## src/design/memPkg.sv

```systemverilog
// ======================================================================
// shared sizes, access size encoding and the Wishbone request,
// response and byte lane structs of the data memory
// ======================================================================
`default_nettype none

package memPkg;

  // array geometry
  // 256 words of 32 bits, small enough for simulation
  localparam int MemWords = 256;
  localparam int WordIdxW = $clog2(MemWords);
  // byte address adds the two lane bits below the word index
  localparam int AdrW = WordIdxW + 2;

  // access size tag on the port
  // codes follow the AHB HSIZE low bits
  typedef enum logic [1:0] {
    sizeByte = 2'b00,
    sizeHalf = 2'b01,
    sizeWord = 2'b10,
    // never legal, always answered with err
    sizeRsvd = 2'b11
  } accessSizeE;

  // master side of a classic single cycle
  typedef struct packed {
    logic            cyc;
    logic            stb;
    // 1 write, 0 read
    logic            we;
    // byte address
    logic [AdrW-1:0] adr;
    accessSizeE      size;
    // write data already in its byte lanes
    logic [31:0]     dat;
  } wbReqT;

  // slave side
  typedef struct packed {
    logic        ack;
    logic        err;
    // whole addressed word, valid with ack
    logic [31:0] dat;
  } wbRspT;

  // decoded lane control toward the RAM
  typedef struct packed {
    logic [WordIdxW-1:0] wordIdx;
    // one enable per byte lane, lane k is bits 8k+7..8k
    logic [3:0]          byteEn;
    logic [31:0]         wdata;
  } laneCtlT;

endpackage : memPkg

`default_nettype wire
```

## src/design/clearCounter.sv

```systemverilog
// ======================================================================
// word address counter for the zero clear sweep after reset
// ======================================================================
`default_nettype none

module clearCounter (
  input  logic                        clk,
  input  logic                        rstN,
  input  logic                        clearEn,
  output logic [memPkg::WordIdxW-1:0] clearIdx,
  output logic                        clearDone
);

  import memPkg::*;

  // index of the last word in the array
  localparam logic [WordIdxW-1:0] LastIdx = WordIdxW'(MemWords - 1);

  logic [WordIdxW-1:0] idxQ;

  // one word per cycle while the sweep is enabled
  // holds at the last word once it gets there
  always_ff @(posedge clk or negedge rstN) begin
    if (!rstN) begin
      idxQ <= '0;
    end else if (clearEn && !clearDone) begin
      idxQ <= idxQ + 1'b1;
    end
  end

  assign clearIdx = idxQ;

  // high in the cycle the last word is being cleared
  // FSM leaves the clear state on this edge
  assign clearDone = (idxQ == LastIdx);

endmodule : clearCounter

`default_nettype wire

```

## config.mk

```make
export PLATFORM = sky130hd
export DESIGN_NAME = clearCounter
export DESIGN_NICKNAME = d
export VERILOG_FILES = /design/src/design/memPkg.sv /design/src/design/clearCounter.sv
export SDC_FILE = /design/constraint.sdc
export NUM_CORES = 1
export LEC_CHECK = 0
export ABC_AREA = 1
export BUFFER_PORTS_ARGS = -buffer_cell sky130_fd_sc_hd__buf_2
export CAP_MARGIN = 20
export CORE_MARGIN = 3
export CORE_UTILIZATION = 35
export DETAILED_ROUTE_END_ITERATION = 6
export HOLD_SLACK_MARGIN = 0.08
export SLEW_MARGIN = 20
export SYNTH_ARGS = -nofsm -noshare
export SYNTH_HDL_FRONTEND = slang
export SYNTH_SLANG_ARGS = --single-unit
```

## constraint.sdc

```tcl
create_clock -name clk -period 1.6 [get_ports clk]
set_input_delay 0.08 -clock clk [delete_from_list [all_inputs] [get_ports clk]]
set_output_delay 0.08 -clock clk [all_outputs]
set_load 0.01 [all_outputs]
```

---- Yosys cells after proc, flatten, opt, wreduce, memory -nomap -nowiden ----
Cells that the tools add are included.
word-level totals
  output and inout bits ................... 9
  logic and storage cells ................. 5
  input bits .............................. 3
  bits in registers ....................... 8
operators by class
  eq/ne operators ......................... 1
  add/subtract/negate cells ............... 1
  reduce and logical (&&, ||, !) cells .... 2
operators with widths
  cell                   count
  $add A8 B1 Y8 const B  1
  $eq A8 B8 Y1 const B   1
  $logic_and A1 B1 Y1    1
  $logic_not A1 Y1       1

---- Longest topological paths before layout ----
  depth after elaboration ................. 3
  gate-level depth with buffers ........... 8
  gate-level depth less buffers ........... 8

---- Worst setup path after synthesis ----
No wires, ideal clock.
  kind .................................... reg2reg
  from .................................... register idxQ[0], in the netlist clearIdx[0]
  to ...................................... register idxQ[4], in the netlist clearIdx[4]
  setup time .............................. 116 ps
  clock period less this slack ............ 1294 ps
  cell stages (with the launch flop) ...... 9
  arrival time ............................ 1177 ps
  slack ................................... 306 ps
  cells stage by stage .................... dfrtp_1 -> ha_1 -> inv_1 -> nor2_4 -> nand2_4 -> nand2_8 -> inv_4 -> nand2_1 -> nand2_1
between the ends
  cells in the longest elaborated chain, start to end .. 3
  elaborated cells between the ends (all ways) .. 4
ends and longest elaborated chain
  element                                                                RTL line            RTL
  start, declared                                                        clearCounter.sv:19  logic [WordIdxW-1:0] idxQ;
  start signal, assigned                                                 clearCounter.sv:27  idxQ <= idxQ + 1'b1;
  parallel branches: the longest is 3 deep, another holds $add A8 B1 Y8  -
Parallel ways; which one is timed is not known.
A chain may end at the register's enable or synchronous reset.

---- Final worst setup path ----
  from .................................... register idxQ[0], in the netlist clearIdx[0]
  to ...................................... output clearDone
between the ends
  cells in the longest elaborated chain, start to end .. 1
ends and longest elaborated chain
  element        RTL line            RTL
  $eq A8 B8 Y1   clearCounter.sv:35  assign clearDone = (idxQ == LastIdx);
  end, declared  clearCounter.sv:11  output logic clearDone
Every way passes these cells.

==> impl_metrics.csv <==
group,metric,value,unit
synth,yosysTopAreaCell,"dfrtp_1",
synth,synthTopCellsByArea,"dfrtp_1, nand2_1, inv_1, nor2_1, nor2_4",
cells_and_area,largest_register_ffs,8,
sta,skew,0.00133,ns
worst_setup_path,critPathKind,"reg2out",
sta,final-setup-viol-count,0,
cells_and_area,fin_nets,85,
cts,clkTransAtPathRegs,0.05,ns
job,maxCapViolCount,0,
sta,min_period,1.48,ns
worst_setup_path,regToRegEndpoint,"clearIdx[4]",
sta,rsz0062_at_grt,"no",
sta,worst-slew-pin-transition,0.205,ns
cells_and_area,drive_gt1_frac,0.278,
power,ir_drop,507,uV
worst_setup_path,reg2reg_depth,8,
worst_setup_path,cp.arrival,1.40,ns
sta,max_slew_margin,0.864,
cts,numCtsBuffers,3,
worst_setup_path,cp_slowest_stage_delay,0.42,ns
cts,tritoncts,"done",
worst_setup_path,rr_startpoint,"clearIdx[0]",
status,status,"completed",
synth,synth_flop_cell,"dfrtp_1",
worst_setup_path,path_cells,"ha_1 > inv_1 > nor2_4 > nand2_4 > inv_1 > buf_2",
synth,yosysWarnings,0,
power,internal_power,461,uW
global_routing,grtUsageTotal,0.122,
worst_setup_path,startpoint,"clearIdx[0]",
worst_setup_path,path_max_fanout,7,
sta,setup_ws,0.123,ns
cts,clockBufferDepth,2,
sta,maxSlewViolCount,0,
die,ioPinCount,12,
worst_setup_path,path_depth,6,
synth,seq_area_frac_synth,0.411,
sta,timing.fmax,677,MHz
synth,synth_cells,64,
worst_setup_path,cp_data_required_time,1.52,ns
power,power_frac_comb,0.342,
die,dieArea,1870,um2
cells_and_area,areaGrowthSynthToFinish,21.9,%
sta,hold_violations,0,
placed_design,pre_cts_slack,0.247,ns
worst_setup_path,r2r_setup_slack,0.30,ns
cts,cts-root-buf,"clkbuf_4",
min_path,hp-class,"in2reg",
synth,synthArstFlopShare,1.00,
global_routing,grt_pass1_vias,379,
worst_setup_path,critPathBufInv,3,
synth,synth_edf_count,0,
die,die_h,43.3,um
sta,final.period_utilization,0.923,
route,drt_pre_antenna_iters,4,
die,die_x,43.3,um
power,seqPwrFrac,0.452,
global_routing,grt_overflow_total,0,
power,p_sw,311,uW
synth,synth_area,487,um2
route,totalWireLength,881,um
cts,clkSinkCount,8,
synth,yosysUniqueCellTypes,18,
cells_and_area,antennaDiodeCount,0,
route,wl_per_cell,9.47,um
route,drc,0,
placed_design,post-dp-hpwl,698,um
worst_setup_path,crit_slowest_cell,"dfrtp_2",
worst_setup_path,critPathLaunchType,"flip-flop",
worst_setup_path,crit_family,"flip-flops",
route,vias,423,
synth,yosysTopAreaCellShare,0.411,
power,pwr_density_cell,1300,nW/um2
synth,synth_most_common_cell,"nand2_1",
worst_setup_path,crit_top_cell,"inv_1",
sta,finalSetupTns,0,ns
cts,insertion_delay,0.26,ns
power,leakagePower,0.000318,uW
synth,avgSynthCellArea,7.60,um2
power,swShare,0.403,
route,detail-route-antenna-nets,0,
synth,synthesis.nets,68,
die,core,1200,um2
placed_design,gp_congestion,0.780,
route,drtIter0Drc,3,
synth,yosys-top-cells-count,"nand2_1, dfrtp_1, inv_1, nor2_1, nand3_1",
power,clkPwrFrac,0.206,
die,fp-row-count,12,
global_routing,grt_max_degree,9,
cells_and_area,fin_util,0.494,
worst_setup_path,critPathCaptureType,"output port",
global_routing,antenna_found_initial,0,
global_routing,grt_pass1_wl,1650,um
cts,htree_num_levels,1,
placed_design,portBuffers,11,
die,initial_utilization,0.405,
cells_and_area,fill_cells,127,
route,vias_per_cell,4.55,
worst_setup_path,cp-endpoint,"clearDone",
synth,synth-seq-cells,8,
cell usage in the layout, fill, tap and decap left out, drive strengths merged:
master | Yosys | routed
xor2 | 1 | 1
clkbuf | 0 | 3
buf | 0 | 11
ha | 1 | 1
nor3 | 1 | 1
nand2 | 30 | 30
o21ai | 1 | 1
inv | 7 | 7
nor2 | 9 | 9
a21oi | 1 | 1
dlygate4sd3 | 0 | 1
nand3 | 3 | 3
nor3b | 1 | 1
dfrtp | 8 | 8
xnor2 | 1 | 1
power groups by stage:
stage / clock network [uW] / registers (uW) / logic [uW]
after floorplan: 0 / 367 / 148
after global placement: 0 / 354 / 274
after detailed placement: 0 / 353 / 267
after CTS: 169 / 350 / 270
after global routing: 174 / 366 / 308
final: 159 / 350 / 264
timing repair:
item,CTS,global route
endpoints found under the hold margin,8,0
buffers inserted,0,0
hold buffers,1,0
gates resized for setup,0,1
setup endpoints to repair,0,1
per-stage QoR:
stage | instance area [um2] | total power (uW) | std cells | hold slack [ns]
final | 593 | 773 | 93 | 0.170
after CTS | 592 | 789 | 93 | 0.166
after floorplan | 487 | 515 | 64 | -0.216
after detailed placement | 559 | 621 | 89 | -0.0656
after global placement | 559 | 629 | 89 | -0.0598
after global routing | 593 | 848 | 93 | 0.194
area by class of cell:
type,count,area (um2),area share
timing repair buffer,12,65.1,0.110
multi-input combinational,49,258,0.435
inverter,7,28.8,0.0485
clock buffer,3,22.5,0.0380
sequential,8,201,0.340
tap,14,17.5,0.0295
worst min-delay path: cells and delay by family:
| kind | cells | cell delay, ns |
|---|---|---|
| AOI/OAI and AO/OA | 1 | 0.07 |
| buffers and inverters | 1 | 0.14 |
| and+or+nand+nor | 1 | 0.09 |
metal layers:
metal  vias up  part of all wire  global-route usage
met5         -                 0                   0
met4         0             0.019              0.0723
met3         2              0.11              0.0678
met2        15              0.40               0.153
met1       179              0.47               0.157
li1        227                 -                   -
cells by family (layout without fill, tap and decap cells):
kind of cell,after synthesis,in the layout,share of synthesized area
xor+xnor,2,2,0.0360
compound gates,2,2,0.0205
fa+ha+maj,1,1,0.0257
simple gates,44,44,0.447
flops,8,8,0.411
buf+inv,7,22,0.0591
how the worst min path moves through the flow:
stage	from	end	slack, ns	cells after the start
5_1_grt	clearEn	clearIdx[2]	0.19	3
3_3_place_gp	rstN	clearIdx[6]	-0.06	1
2_1_floorplan	rstN	clearIdx[0]	-0.22	0
6_report	clearEn	clearIdx[2]	0.17	3
4_1_cts	clearEn	clearIdx[2]	0.17	3
3_5_place_dp	rstN	clearIdx[6]	-0.07	1
Power figures use the tool's default switching activity.
