[config.mk]
export PLATFORM = sky130hd
export DESIGN_NAME = busCtrlFsm
export DESIGN_NICKNAME = d
export VERILOG_FILES = /design/src/design/memPkg.sv /design/src/design/busCtrlFsm.sv
export SDC_FILE = /design/constraint.sdc
export NUM_CORES = 1
export LEC_CHECK = 0
export ABC_AREA = 0
export BUFFER_PORTS_ARGS = -buffer_cell sky130_fd_sc_hd__buf_2
export CORE_UTILIZATION = 20
export DETAILED_ROUTE_END_ITERATION = 7
export GPL_TIMING_DRIVEN = 0
export PLACE_DENSITY = 0.84
export SLEW_MARGIN = 25
export SYNTH_ARGS = -nofsm -noshare
export SYNTH_HDL_FRONTEND = slang
export SYNTH_SLANG_ARGS = --single-unit
export TNS_END_PERCENT = 100
[constraint.sdc]
create_clock -name clk -period 1 [get_ports clk]
set_input_delay 0.2 -clock clk [delete_from_list [all_inputs] [get_ports clk]]
set_output_delay 0.2 -clock clk [all_outputs]
set_load 0.1 [all_outputs]
[src/design/memPkg.sv]
// ======================================================================
// shared sizes, access size encoding and the Wishbone request,
// response and byte lane structs of the data memory
// ======================================================================
`default_nettype none

package memPkg;

  // array geometry
  // 256 words of 32 bits, small enough for simulation
  localparam int MemWords = 256;
  localparam int WordIdxW = $clog2(MemWords);
  // byte address adds the two lane bits below the word index
  localparam int AdrW = WordIdxW + 2;

  // access size tag on the port
  // codes follow the AHB HSIZE low bits
  typedef enum logic [1:0] {
    sizeByte = 2'b00,
    sizeHalf = 2'b01,
    sizeWord = 2'b10,
    // never legal, always answered with err
    sizeRsvd = 2'b11
  } accessSizeE;

  // master side of a classic single cycle
  typedef struct packed {
    logic            cyc;
    logic            stb;
    // 1 write, 0 read
    logic            we;
    // byte address
    logic [AdrW-1:0] adr;
    accessSizeE      size;
    // write data already in its byte lanes
    logic [31:0]     dat;
  } wbReqT;

  // slave side
  typedef struct packed {
    logic        ack;
    logic        err;
    // whole addressed word, valid with ack
    logic [31:0] dat;
  } wbRspT;

  // decoded lane control toward the RAM
  typedef struct packed {
    logic [WordIdxW-1:0] wordIdx;
    // one enable per byte lane, lane k is bits 8k+7..8k
    logic [3:0]          byteEn;
    logic [31:0]         wdata;
  } laneCtlT;

endpackage : memPkg

`default_nettype wire
[src/design/busCtrlFsm.sv]
// ======================================================================
// Wishbone classic slave FSM: clear after reset, accept a single
// cycle request, answer with ack or err one cycle later
// ======================================================================
`default_nettype none

module busCtrlFsm (
  input  logic          clk,
  input  logic          rstN,
  input  memPkg::wbReqT wbReq,
  input  logic          accessOk,
  input  logic          clearDone,
  input  logic [31:0]   ramRdData,
  output logic          clearEn,
  output logic          ramWrEn,
  output logic          ramRdEn,
  output memPkg::wbRspT wbRsp
);

  // clearing holds off the bus until the array is zero
  typedef enum logic [1:0] {
    stClearing = 2'b00,
    stIdle     = 2'b01,
    stRespond  = 2'b10
  } stateE;

  stateE stateQ;
  stateE stateD;
  logic  ackQ;
  logic  errQ;
  logic  reqValid;
  logic  accept;

  // a request is live while both cyc and stb are up
  assign reqValid = wbReq.cyc & wbReq.stb;
  // only sampled in idle
  assign accept = (stateQ == stIdle) && reqValid;

  // sweep runs straight out of reset
  assign clearEn = (stateQ == stClearing);

  // RAM strobes for legal accesses only
  // write commits and read captures on the accept edge
  assign ramWrEn = accept & wbReq.we & accessOk;
  assign ramRdEn = accept & ~wbReq.we & accessOk;

  // next state
  always_comb begin
    stateD = stateQ;
    unique case (stateQ)
      stClearing: begin
        // last word is written on this edge
        if (clearDone) stateD = stIdle;
      end
      stIdle: begin
        if (reqValid) stateD = stRespond;
      end
      stRespond: begin
        // one response cycle, then back to idle
        stateD = stIdle;
      end
      default: begin
        stateD = stClearing;
      end
    endcase
  end

  always_ff @(posedge clk or negedge rstN) begin
    if (!rstN) begin
      stateQ <= stClearing;
      ackQ   <= 1'b0;
      errQ   <= 1'b0;
    end else begin
      stateQ <= stateD;
      // response lines are high for exactly the respond cycle
      // err covers misaligned and reserved size requests
      ackQ   <= accept & accessOk;
      errQ   <= accept & ~accessOk;
    end
  end

  assign wbRsp.ack = ackQ;
  assign wbRsp.err = errQ;
  // registered RAM word, meaningful only with ack on a read
  assign wbRsp.dat = ramRdData;

endmodule : busCtrlFsm

`default_nettype wire

Word level (Yosys, flattened, before mapping). Index checks and enable logic that the tools add are counted.

Register bits after elaboration: 4. Input port bits: 83. Output and inout port bits: 37. Word-level logic and storage cells: 22.

Equality and inequality tests: 4. Muxes and demuxes: 3. Bitwise logic cells: 9. Reduce and logical (&&, ||, !) cells: 3.

Operator list (number): $and 1x1->1 (7); $pmux 2 s3 (1); $mux 2 (2); $ne 2x2->1 const B (2); $eq 2x1->1 const B (1); $eq 2x2->1 const B (1); $logic_not 2->1 (1); $not 1->1 (2); $reduce_and 2->1 (1); $logic_and 1x1->1 (1).

Logic depth before layout (Yosys ltp).
Depth after elaboration: 4. Depth in mapped cells: 3. Gate-level depth less buffers: 3.

Least setup slack after synthesis. Ideal clock, no wire load.

Path kind: register to output. From: register stateQ[1]. To: output port ramRdEn. Arrival time: 2.788 ns. Data required time: 0.800 ns. Setup slack: -1.988 ns. Stages on the path, launching flop included: 3. Path buffers: 0. Cells stage by stage: dfrtp_1 nand4b_4 nor3b_1.

Word-level cells in the longest chain between the ends: 4.

Ends and longest elaborated chain: start: declaration (RTL line busCtrlFsm.sv:27) `stateE stateQ;`; start signal: assignment (RTL line busCtrlFsm.sv:70) `stateQ <= stClearing;`; start signal: assignment (RTL line busCtrlFsm.sv:74) `stateQ <= stateD;`; $eq 2x1->1 (RTL line busCtrlFsm.sv:37) `assign accept = (stateQ == stIdle) && reqValid;`; $logic_and 1x1->1 (RTL line busCtrlFsm.sv:37); $and 1x1->1 (2 in a row) (RTL line busCtrlFsm.sv:45) `assign ramRdEn = accept & ~wbReq.we & accessOk;`; end: declaration (RTL line busCtrlFsm.sv:16) `output logic ramRdEn,`.

Every way passes these cells.

Final worst setup path. Ends and elaborated chain as after synthesis.

==> impl_metrics.csv <==
group,metric,value,unit
synthesis,synth_warnings,0,
drt,vias_per_cell,3.66,
critical_path,crit_slowest_cell,"sky130_fd_sc_hd__dfrtp_1",
global_routing,grt_pass1_wl,1740,um
drt,drtIter0Drc,0,
synthesis,ys.flop_type,"sky130_fd_sc_hd__dfrtp_1",
synthesis,synth-seq-cells,4,
pwr,share_comb_of_total_power,0.755,
global_routing,grt-busiest-layer,"met2",
clock_network,cts_htree_levels,1,
flow_run,timing.max_cap.violations,0,
critical_path,critical-path-max-stage-delay,370,ps
clock_network,clock_slew_at_reported_path_ffs,40,ps
drt,drt.antenna.violating_nets,0,
critical_path,worstPathBufferInverterCount,1,
cells_and_area,fin_nets,184,
critical_path,r2r_setup_slack,30,ps
sta,timing_hold_violations_final,0,
cells_and_area,insertedDiodeCount,0,
synthesis,synth_top_cell_area_share,0.590,
pwr,share_clk_of_total_power,0.112,
die,row_count,16,
pwr,share_seq_of_total_power,0.133,
die,design.core.area,0.00200,sq mm
pwr,swShare,0.581,
critical_path,critPathLaunchType,"flop",
placement,numPortBuffers,43,
drt,routed-via-count,461,
drt,firstDrtPassIters,1,
die,floorplan.die_area,0.00235,sq mm
placement,place_area,701,sq um
critical_path,worst_path_dominant_cell_family,"simple AND/OR/NAND/NOR gates",
clock_network,clock_tree.buffer_depth,2,
cells_and_area,drive_above_1_share,0.919,
synthesis,ys_seq_area_frac,0.231,
synthesis,netlist_area,433,sq um
pwr,power.net_switching,1.00,mW
die,die_width,48.5,um
global_routing,number_of_global_route_vias_before_repair,383,
synthesis,synth_most_common_cell,"sky130_fd_sc_hd__buf_4",
sta,setup_total_negative_slack,-1330,ps
synthesis,post_synth_most_frequent_cells,"sky130_fd_sc_hd__buf_4 (34), sky130_fd_sc_hd__dfrtp_1 (4), sky130_fd_sc_hd__nor2_1 (3)",
outcome,status,"finished with violations",
synthesis,synthArstFlopShare,1.00,
sta,post-route-min-period,1450,ps
sta,maxClockFrequency,692,MHz
synthesis,syn-instance-count,49,
sta,final.setup.worst_slack,-446,ps
die,die_h,48.5,um
pwr,cell_internal_pwr,0.724,mW
drt,wire_per_inst,9.07,um
clock_network,tritoncts.num_buffers,3,
sta,timing.final.setup_violations,4,
cells_and_area,fin_area,860,sq um
global_routing,maximum_number_of_pins_on_one_net_before_global_route_repair,5,
global_routing,grt_use_met3,0.0597,
pwr,power_density,2010,mW/mm^2
cells_and_area,area_growth,98.6,%
clock_network,cts_tree,"yes",
sta,period_share,1.45,
sta,tightest_slew,499,ps
pwr,p_leak,0.497,nW
critical_path,sequence_of_cells_on_the_critical_path,"nand4b_4 > nor3b_4 > buf_12",
worst_hold_path,holdCritPathClass,"in -> reg",
critical_path,cp_data_required_time,800,ps
outcome,violated_checks,"negative setup slack",
clock_network,clk_latency,230,ps
synthesis,yosys.cell_types.count,11,
clock_network,cts.sink_count,4,
sta,rsz_0062_raised_after_global_routing,"true",
global_routing,grt-ovfl-total,0,
sta,fin_skew,1.32,ps
global_routing,grt_util_all_layers,0.0990,
drt,drt_drc_violations_left,0,
synthesis,yosys-top-cells-area,"sky130_fd_sc_hd__buf_4 (59%), sky130_fd_sc_hd__dfrtp_1 (23%), sky130_fd_sc_hd__nand4b_4 (5.5%)",
cells_and_area,final_util,0.429,
cells_and_area,layout.filler_cells,208,
pwr,vdd.ir_drop.worst,1.09,mV
critical_path,critical_path.max_fanout,3,
placement,globalplace.congestion,0.735,
global_routing,antenna_found_initial,0,
placement,dp_worst_setup_slack,-480,ps
global_routing,globalRouteMet1Util,0.0876,
synthesis,synth_area_leader_cell,"sky130_fd_sc_hd__buf_4",
sta,slew_viol_final,0,
critical_path,worstSetupPathType,"reg -> out",
critical_path,arrival,1250,ps
synthesis,synth_fp_nets,132,
global_routing,grt_util_met2,0.171,
sta,max-slew-margin-rel,0.670,
die,initial_core_util,0.216,
drt,postRouteWirelength,1140,um
die,ioPinCount,120,
synthesis,synth-edff-count,0,
synthesis,synthesis.area_per_instance,8.84,sq um
critical_path,setup.worst_path.end_class,"primary output",
clock_network,cell_at_the_root_of_the_clock_tree,"sky130_fd_sc_hd__clkbuf_4",
## metal layers
| metal | vias to the layer above | wire length, um |
|---|---|---|
| met5 | - | 0 |
| met4 | 0 | 0 |
| met3 | 0 | 236 |
| met2 | 52 | 578 |
| met1 | 191 | 327 |
| li1 | 218 | - |
## path summary, 6_finish.rpt
| kind | start | to | cells past startpoint |
|---|---|---|---|
| worst min register to register | stateQ[1] | errQ | 2 |
| max in group asynchronous | rstN | stateQ[0] | 2 |
| worst min-delay path | accessOk | errQ | 2 |
| worst max-delay path | stateQ[1] | ramRdEn | 3 |
| min in group asynchronous | rstN | ackQ | 2 |
| worst max register to register | stateQ[1] | stateQ[0] | 5 |
## cells in the final DEF (no fill, tap or decap)
cell type,instances
sky130_fd_sc_hd__nor3b_4,1
sky130_fd_sc_hd__and3_4,1
sky130_fd_sc_hd__buf_2,38
sky130_fd_sc_hd__nor2_1,1
sky130_fd_sc_hd__nor2b_1,1
sky130_fd_sc_hd__dlygate4sd3_1,1
sky130_fd_sc_hd__nor2_4,2
sky130_fd_sc_hd__buf_12,5
sky130_fd_sc_hd__and2_4,1
sky130_fd_sc_hd__inv_2,1
sky130_fd_sc_hd__dfrtp_1,4
sky130_fd_sc_hd__nand4b_4,1
sky130_fd_sc_hd__buf_4,35
sky130_fd_sc_hd__clkbuf_4,3
sky130_fd_sc_hd__nand2_1,1
sky130_fd_sc_hd__o2bb2ai_2,1
sky130_fd_sc_hd__buf_6,2
## power groups by stage
stage / clock network [mW] / registers [mW] / logic, mW
after floorplan: 0 / 0.234 / 0.935
after global placement: 0 / 0.237 / 1.04
after detailed placement: 0 / 0.243 / 1.05
after CTS: 0.202 / 0.229 / 1.27
after global routing: 0.212 / 0.236 / 1.35
final: 0.193 / 0.230 / 1.30
## cells by family (layout without fill, tap and decap cells)
logic type             Yosys count  in the layout  share of synthesized area
flip-flops                       4              4                      0.231
AO/OA/AOI/OAI                    1              1                     0.0202
buffers and inverters           35             85                      0.598
AND/OR/NAND/NOR                  9              9                      0.150
## registers in the layout, indices dropped and copies added (netlist names)
register,flops
ackQ,1
errQ,1
stateQ,2
## repair_timing
action                                  in CTS  in global routing
buffers inserted                             5                  1
pin swaps                                    4                  3
gates cloned                                 0                  0
endpoints found under the setup margin       5                  7
hold endpoints to repair                     4                  0
resized for setup                           22                  6
hold buffers                                 1                  0
## final cells by class
type	count	area, sq um	share of cell area
Sequential cell	4	100	0.116
Tap cell	27	33.8	0.0393
Clock buffer	3	22.5	0.0262
Inverter	1	3.75	0.00437
Multi-Input combinational cell	10	114	0.132
Timing Repair Buffer	49	345	0.402
Buffer	32	240	0.279
## per-stage QoR
step           total power, mW  cells  hold slack [ps]
2_1_floorplan             1.17     49            -95.6
3_3_place_gp              1.28    119             2.06
3_5_place_dp              1.29    119             9.92
4_1_cts                   1.70    126              164
5_1_grt                   1.80    126              187
6_report                  1.73    126              176
(Power assumes the default switching activity.)
