<file path="src/design/memPkg.sv">
// ======================================================================
// shared sizes, access size encoding and the Wishbone request,
// response and byte lane structs of the data memory
// ======================================================================
`default_nettype none

package memPkg;

  // array geometry
  // 256 words of 32 bits, small enough for simulation
  localparam int MemWords = 256;
  localparam int WordIdxW = $clog2(MemWords);
  // byte address adds the two lane bits below the word index
  localparam int AdrW = WordIdxW + 2;

  // access size tag on the port
  // codes follow the AHB HSIZE low bits
  typedef enum logic [1:0] {
    sizeByte = 2'b00,
    sizeHalf = 2'b01,
    sizeWord = 2'b10,
    // never legal, always answered with err
    sizeRsvd = 2'b11
  } accessSizeE;

  // master side of a classic single cycle
  typedef struct packed {
    logic            cyc;
    logic            stb;
    // 1 write, 0 read
    logic            we;
    // byte address
    logic [AdrW-1:0] adr;
    accessSizeE      size;
    // write data already in its byte lanes
    logic [31:0]     dat;
  } wbReqT;

  // slave side
  typedef struct packed {
    logic        ack;
    logic        err;
    // whole addressed word, valid with ack
    logic [31:0] dat;
  } wbRspT;

  // decoded lane control toward the RAM
  typedef struct packed {
    logic [WordIdxW-1:0] wordIdx;
    // one enable per byte lane, lane k is bits 8k+7..8k
    logic [3:0]          byteEn;
    logic [31:0]         wdata;
  } laneCtlT;

endpackage : memPkg

`default_nettype wire
</file>
<file path="src/design/laneSteer.sv">
// ======================================================================
// access decode: word index, byte enables and alignment legality
// from the size tag and the low address bits
// ======================================================================
`default_nettype none

module laneSteer (
  input  memPkg::wbReqT   wbReq,
  output memPkg::laneCtlT laneCtl,
  output logic            accessOk
);

  import memPkg::*;

  // byte offset inside the word
  logic [1:0] offset;
  logic [3:0] byteEn;
  logic       legal;

  assign offset = wbReq.adr[1:0];

  always_comb begin
    // nothing enabled unless the size decodes cleanly
    byteEn = 4'b0000;
    legal  = 1'b0;
    unique case (wbReq.size)
      sizeByte: begin
        // any offset is fine for a byte
        byteEn = 4'b0001 << offset;
        legal  = 1'b1;
      end
      sizeHalf: begin
        // adr[1] picks the upper or lower half
        byteEn = offset[1] ? 4'b1100 : 4'b0011;
        // odd address would straddle two lanes pairs
        legal  = ~offset[0];
      end
      sizeWord: begin
        byteEn = 4'b1111;
        // word must sit on a word boundary
        legal  = (offset == 2'b00);
      end
      default: begin
        // reserved size code
        byteEn = 4'b0000;
        legal  = 1'b0;
      end
    endcase
  end

  // drop the lane bits for the word index
  assign laneCtl.wordIdx = wbReq.adr[AdrW-1:2];
  // illegal accesses carry no enables at all
  assign laneCtl.byteEn  = legal ? byteEn : 4'b0000;
  // data is already lane placed by the master
  assign laneCtl.wdata   = wbReq.dat;
  assign accessOk        = legal;

endmodule : laneSteer

`default_nettype wire

</file>
<file path="config.mk">
export PLATFORM = sky130hd
export DESIGN_NAME = laneSteer
export DESIGN_NICKNAME = d
export VERILOG_FILES = /design/src/design/memPkg.sv /design/src/design/laneSteer.sv
export SDC_FILE = /design/constraint.sdc
export NUM_CORES = 1
export LEC_CHECK = 0
export ABC_AREA = 1
export BUFFER_PORTS_ARGS = -buffer_cell sky130_fd_sc_hd__buf_2
export CAP_MARGIN = 20
export CORE_MARGIN = 4
export CORE_UTILIZATION = 24
export DETAILED_ROUTE_END_ITERATION = 12
export MAX_ROUTING_LAYER = met4
export PLACE_DENSITY_LB_ADDON = 0.25
export SLEW_MARGIN = 20
export SYNTH_ARGS = -nofsm -noshare
export SYNTH_HDL_FRONTEND = slang
export SYNTH_SLANG_ARGS = --single-unit
export TNS_END_PERCENT = 10
</file>
<file path="constraint.sdc">
create_clock -name vclk -period 0.8
set_input_delay 0.04 -clock vclk [all_inputs]
set_output_delay 0.04 -clock vclk [all_outputs]
set_load 0.03 [all_outputs]
</file>
* Word level (Yosys, flattened, before mapping)
Index checks and enable logic that the tools add are counted.
** Cells by class
- Equality and inequality tests :: 2
- Shift-type cells :: 1
- Muxes and demuxes :: 4
- Bitwise operators :: 1
- Reduce and logical (&&, ||, !) cells :: 2
** Operators with widths (number)
- 4-bit case mux with 3 select lines :: 1
- 4-bit 2-to-1 mux :: 2
- 2-bit zero test :: 2
- 1-bit by 2-bit left shift with 4-bit output, first input constant :: 1
- 1-bit case mux with 3 select lines :: 1
- 2-bit by 1-bit == test with 1-bit output, second input constant :: 1
- 2-bit == test, second input constant :: 1
- 1-bit NOT :: 1
** Word-level totals
- Bits in registers :: 0
- Bits of input ports :: 47
- Output and inout port bits :: 45

* Depth between registers and ports, before layout
Gate-level depths: netlist of the first run.
- Depth after elaboration :: 3
- Gate-level depth with buffers :: 5
- Mapped depth without buffers :: 5

* Least setup slack after synthesis of the first run
Ideal clock, no wire load.
- Path type :: input -> output
- From :: input port wbReq[35] in the netlist's numbering
- To :: output port laneCtl[35] in the netlist's numbering
- Arrival time :: 684 ps
- Data required time :: 760 ps
- Slack :: 76 ps
- Stages :: 3
- Path buffers :: 0
- Cells stage by stage :: o21ai_1 nand2_1 nor2_1
** RTL lines
- start: declaration :: line laneSteer.sv:8 : input memPkg::wbReqT wbReq,
- end: declaration :: line laneSteer.sv:9 : output memPkg::laneCtlT laneCtl,

==> impl_metrics.py, run 1 <==
metrics = {
    "outcome": {
        "status": "finished clean",
    },
    "layout": {
        "final_core_util_pct": 10.84,
        "antenna_cells": 0,
        "syn2layout_area_growth_pct": -58.23,
        "nets": 82,
        "drive_gt1_share_pct": 30.30,
        "clock_buffers": 0,
        "seqCellArea_um2": 0,
        "seq_cells": 0,
        "fin_area_um2": 165.2,
    },
    "global_routing": {
        "grt_pass1_vias": 148,
        "grt_usage_pct": 3.473,
        "grt_first_pass_wirelength_um": 703,
        "antenna_found_initial": 0,
        "grt.overflow.total": 0,
        "grt_max_degree": 6,
    },
    "clocking": {
        "hold_buffers": 0,
        "postCtsSetupRepairBufs": 0,
    },
    "die": {
        "die-area_um2": 2361,
        "core_um2": 1524,
        "die_height_um": 48.59,
        "start_util_pct": 25.94,
        "io_pins": 92,
        "die_w_um": 48.59,
        "rows": 14,
    },
    "setup_path": {
        "cp_num_cells": 7,
        "cp-start-kind": "input port",
        "worst-path-buf-inv": 3,
        "endpoint_kind": "output port",
        "slowest_delay_ns": 0.16,
        "crit_slowest_cell": "buf_4",
        "cp_top_family": "buffers and inverters",
        "required_ns": 0.76,
        "path_cells": "buf_2 > inv_2 > nand2_1 > nand2_1 > nand2_1 > nor2_1 > buf_4",
        "setup.worst_path.class": "input port to output port",
        "cp_common_cell": "nand2_1",
        "cp_max_fo": 4,
        "arrival_ns": 0.73,
    },
    "routing": {
        "vias": 205,
        "wl_um": 543,
        "wire_per_inst_um": 11.08,
        "viasPerCell": 4.184,
        "ant_nets": 0,
        "drt_first_pass_iters": 3,
        "drt_iter0_drc": 1,
        "drc": 0,
    },
    "timing": {
        "fin_crit_ns": 0.7676,
        "period_share_pct": 95.95,
        "setup_slack_ns": 0.03242,
        "rsz0062_at_grt": "yes",
        "setup_tns_ns": 0,
        "hold_viol": 0,
        "relSlewSlack_pct": 90.52,
        "fmax_ghz": 1.303,
        "finalMaxSlewViolations": 0,
        "worstMarginPinSlew_ns": 0.1412,
        "finalSetupViolCount": 0,
        "whs_ns": 0.08001,
    },
    "power_and_ir_drop": {
        "worst_ir_drop_vdd_uv": 192.5,
        "power.leakage_nw": 0.1171,
        "powerDensity_nw_per_um2": 685.8,
    },
    "place": {
        "place.gp.congestion": 0.6974,
        "pre_cts_ws_ns": 0.02415,
        "place_hpwl_um": 432.7,
        "placed_area_um2": 160.2,
        "io_buffers": 9,
    },
    "synthesis": {
        "synth_area_per_cell_um2": 6.178,
        "yosysWarnings": 0,
        "synthesis.instances": 64,
        "yosysSeqAreaShare_pct": 0,
        "yosysUniqueCellTypes": 9,
        "synthesis.nets": 111,
        "synth_area_um2": 395.4,
    },
    "worst_hold_path": {
        "whs_path_depth": 0,
        "hold_path_end": "laneCtl[17]",
        "hp-class": "input port to output port",
        "min_from": "wbReq[17]",
    },
    "flow_run": {
        "maxCapViolCount": 0,
    },
}
-- where the power goes --
group          internal, W  switching, W  total (W)
Combinational    0.0000366     0.0000766   0.000113
Clock                    0             0          0
Sequential               0             0          0
-- repair_timing --
item                                    4_1_cts  5_1_grt
endpoints found under the setup margin        0        2
resized for setup                             0        4
endpoints found under the hold margin         0        0
-- worst max path at each step --
stage	startpoint	to	slack, ns
floorplan	wbReq[35]	laneCtl[35]	0.08
finish	wbReq[33]	laneCtl[35]	0.03
global placement	wbReq[33]	laneCtl[35]	0.02
global route	wbReq[33]	laneCtl[35]	-0.01
detailed placement	wbReq[33]	laneCtl[35]	0.02
CTS	wbReq[33]	laneCtl[35]	0.02
-- cell usage after synthesis --
cell      n  share of area, %
nand3_1   1               1.3
o21ai_0   1               1.3
a21oi_1   1               1.3
buf_4    40                76
nand2_1   6               5.7
o21ai_1   1               1.3
nor2_1    7               6.6
inv_2     1              0.95
inv_1     6               5.7
-- metrics by stage --
stage          power (W)  cells
2_1_floorplan  0.0004442     64
3_3_place_gp   0.0001097     49
3_5_place_dp   0.0001091     49
4_1_cts        0.0001096     49
5_1_grt        0.0001238     49
6_report       0.0001133     49
-- metal layers --
metal  wire (um)  GRT usage [%]  up-vias
li1            -              -       90
met1         252          4.762       88
met2         142          2.826       17
met3         123          2.761       10
met4          25          2.691        0
met5           0              -        -
-- layout make-up --
type                       instances  area [um^2]
fill                             181         1359
multi-input combinational         17        68.82
timing repair buffer               9        50.05
inverter                           7        26.28
tap                               16        20.02
-- cells by family (layout without fill, tap and decap cells) --
| group | count (synthesis) | after routing | share of synthesized area [%] |
|---|---|---|---|
| compound gates | 3 | 3 | 3.794 |
| simple gates | 14 | 14 | 13.61 |
| buf+inv | 47 | 16 | 82.59 |
-- cells in the final DEF (no fill, tap or decap) --
master and n:
nor2_1 7, buf_2 7, inv_1 6, nand2_1 6, buf_4 2, inv_2 1, o21ai_1 1, o21ai_0 1
a21oi_1 1, nand3_1 1
No activity file was read; power rests on OpenSTA's default activity.
==> run 2: changes to the inputs <==
Settings changed: PLACE_DENSITY from default to 0.85, PLACE_DENSITY_LB_ADDON 0.25 to default.
==> impl_metrics.py, run 2 (synthesis results as in run 1) <==
metrics = {
    "die": {
        "core_um2": 1524,
        "rows": 14,
        "die_w_um": 48.59,
        "start_util_pct": 25.94,
        "die_height_um": 48.59,
        "io_pins": 92,
        "die-area_um2": 2361,
    },
    "layout": {
        "seq_cells": 0,
        "layout_commonest_cell": "buf_2",
        "drive_gt1_share_pct": 39.39,
        "syn2layout_area_growth_pct": -56.33,
        "final_cell_mix": "buf_2, inv_1, nor2_1, nand2_1",
        "antenna_cells": 0,
        "seqCellArea_um2": 0,
        "final_core_util_pct": 11.33,
        "nets": 82,
        "clock_buffers": 0,
    },
    "routing": {
        "wl_um": 455,
        "drc": 0,
        "drt_iter0_drc": 0,
        "ant_nets": 0,
        "viasPerCell": 3.898,
        "drt_first_pass_iters": 1,
        "vias": 191,
        "wire_per_inst_um": 9.286,
    },
    "setup_path": {
        "endpoint_kind": "output port",
        "setup.worst_path.class": "input port to output port",
        "arrival_ns": 0.68,
        "worstSetupStartpoint": "wbReq[35]",
        "cp-start-kind": "input port",
        "cp_max_fo": 4,
        "required_ns": 0.76,
    },
    "global_routing": {
        "grt_usage_pct": 3.215,
        "grt_pass1_vias": 163,
        "antenna_found_initial": 0,
        "grt.overflow.total": 0,
        "grt_max_degree": 6,
        "grt_first_pass_wirelength_um": 669,
    },
    "worst_hold_path": {
        "whs_path_depth": 0,
        "hold_path_end": "laneCtl[19]",
        "hp-class": "input port to output port",
        "min_from": "wbReq[19]",
    },
    "timing": {
        "rsz0062_at_grt": "no",
        "fin_crit_ns": 0.7169,
        "finalMaxSlewViolations": 0,
        "period_share_pct": 89.61,
        "hold_viol": 0,
        "finalSetupViolCount": 0,
        "fmax_ghz": 1.395,
        "worstMarginPinSlew_ns": 0.1859,
        "setup_slack_ns": 0.08313,
        "whs_ns": 0.08001,
        "relSlewSlack_pct": 87.53,
        "setup_tns_ns": 0,
    },
    "outcome": {
        "status": "finished clean",
    },
    "place": {
        "pre_cts_ws_ns": 0.04112,
        "place_hpwl_um": 371.3,
        "place.gp.congestion": 0.6969,
        "io_buffers": 9,
    },
    "power_and_ir_drop": {
        "total_power_w": 0.0001148,
        "powerDensity_nw_per_um2": 664.7,
        "power.leakage_nw": 0.1173,
        "worst_ir_drop_vdd_uv": 175.2,
    },
    "flow_run": {
        "maxCapViolCount": 0,
    },
}
==> run 2: changes by cell type in the layout (fill, tap and decap cells not counted) <==
| cell | change |
|---|---|
| nand2_1 | -2 |
| nand2_2 | +2 |
| nor2_1 | -1 |
| nor2_2 | +1 |
==> run 2: repair_timing <==
item,CTS,global route
hold buffers,0,0
buffers inserted,0,0
endpoints found under the setup margin,0,2
resized for setup,0,7
==> run 2: metrics by stage <==
step	cells	cell area, um^2
finish	49	172.7
global route	49	172.7
CTS	49	160.2
detailed placement	49	160.2
global placement	49	160.2
floorplan	64	395.4
==> run 2: power by group <==
group	internal (W)	leakage [nW]	switching, W
clock	0	0	0
sequential	0	0	0
combinational	0.0000385	0.117	0.0000763
==> run 2: metal layers <==
metal  share of wire, %  vias to the layer above  global-route usage (%)
met1                 26                       76                   2.381
met3                 20                        6                   3.067
met2                 46                       21                   4.565
met4                6.8                        0                   2.691
li1                   -                       88                       -
met5                  0                        -                       -
==> run 2: area by class of cell <==
cell class                      instances  area (um^2)
Fill cell                             168         1351
Inverter                                7        26.28
Multi-Input combinational cell         17        76.32
Tap cell                               16        20.02
Timing Repair Buffer                    9        50.05
==> run 2: worst max path at each step <==
stage                        endpoint  depth (start not counted)
final                     laneCtl[35]                          5
after CTS                 laneCtl[35]                          7
after global placement    laneCtl[35]                          7
after global routing      laneCtl[33]                          7
after detailed placement  laneCtl[35]                          7
after floorplan           laneCtl[35]                          3
==> run 2: critical path, stage by stage <==
cell	delay, ns
buf_2	0.12
o21ai_1	0.19
nand2_2	0.09
nor2_2	0.08
buf_4	0.16
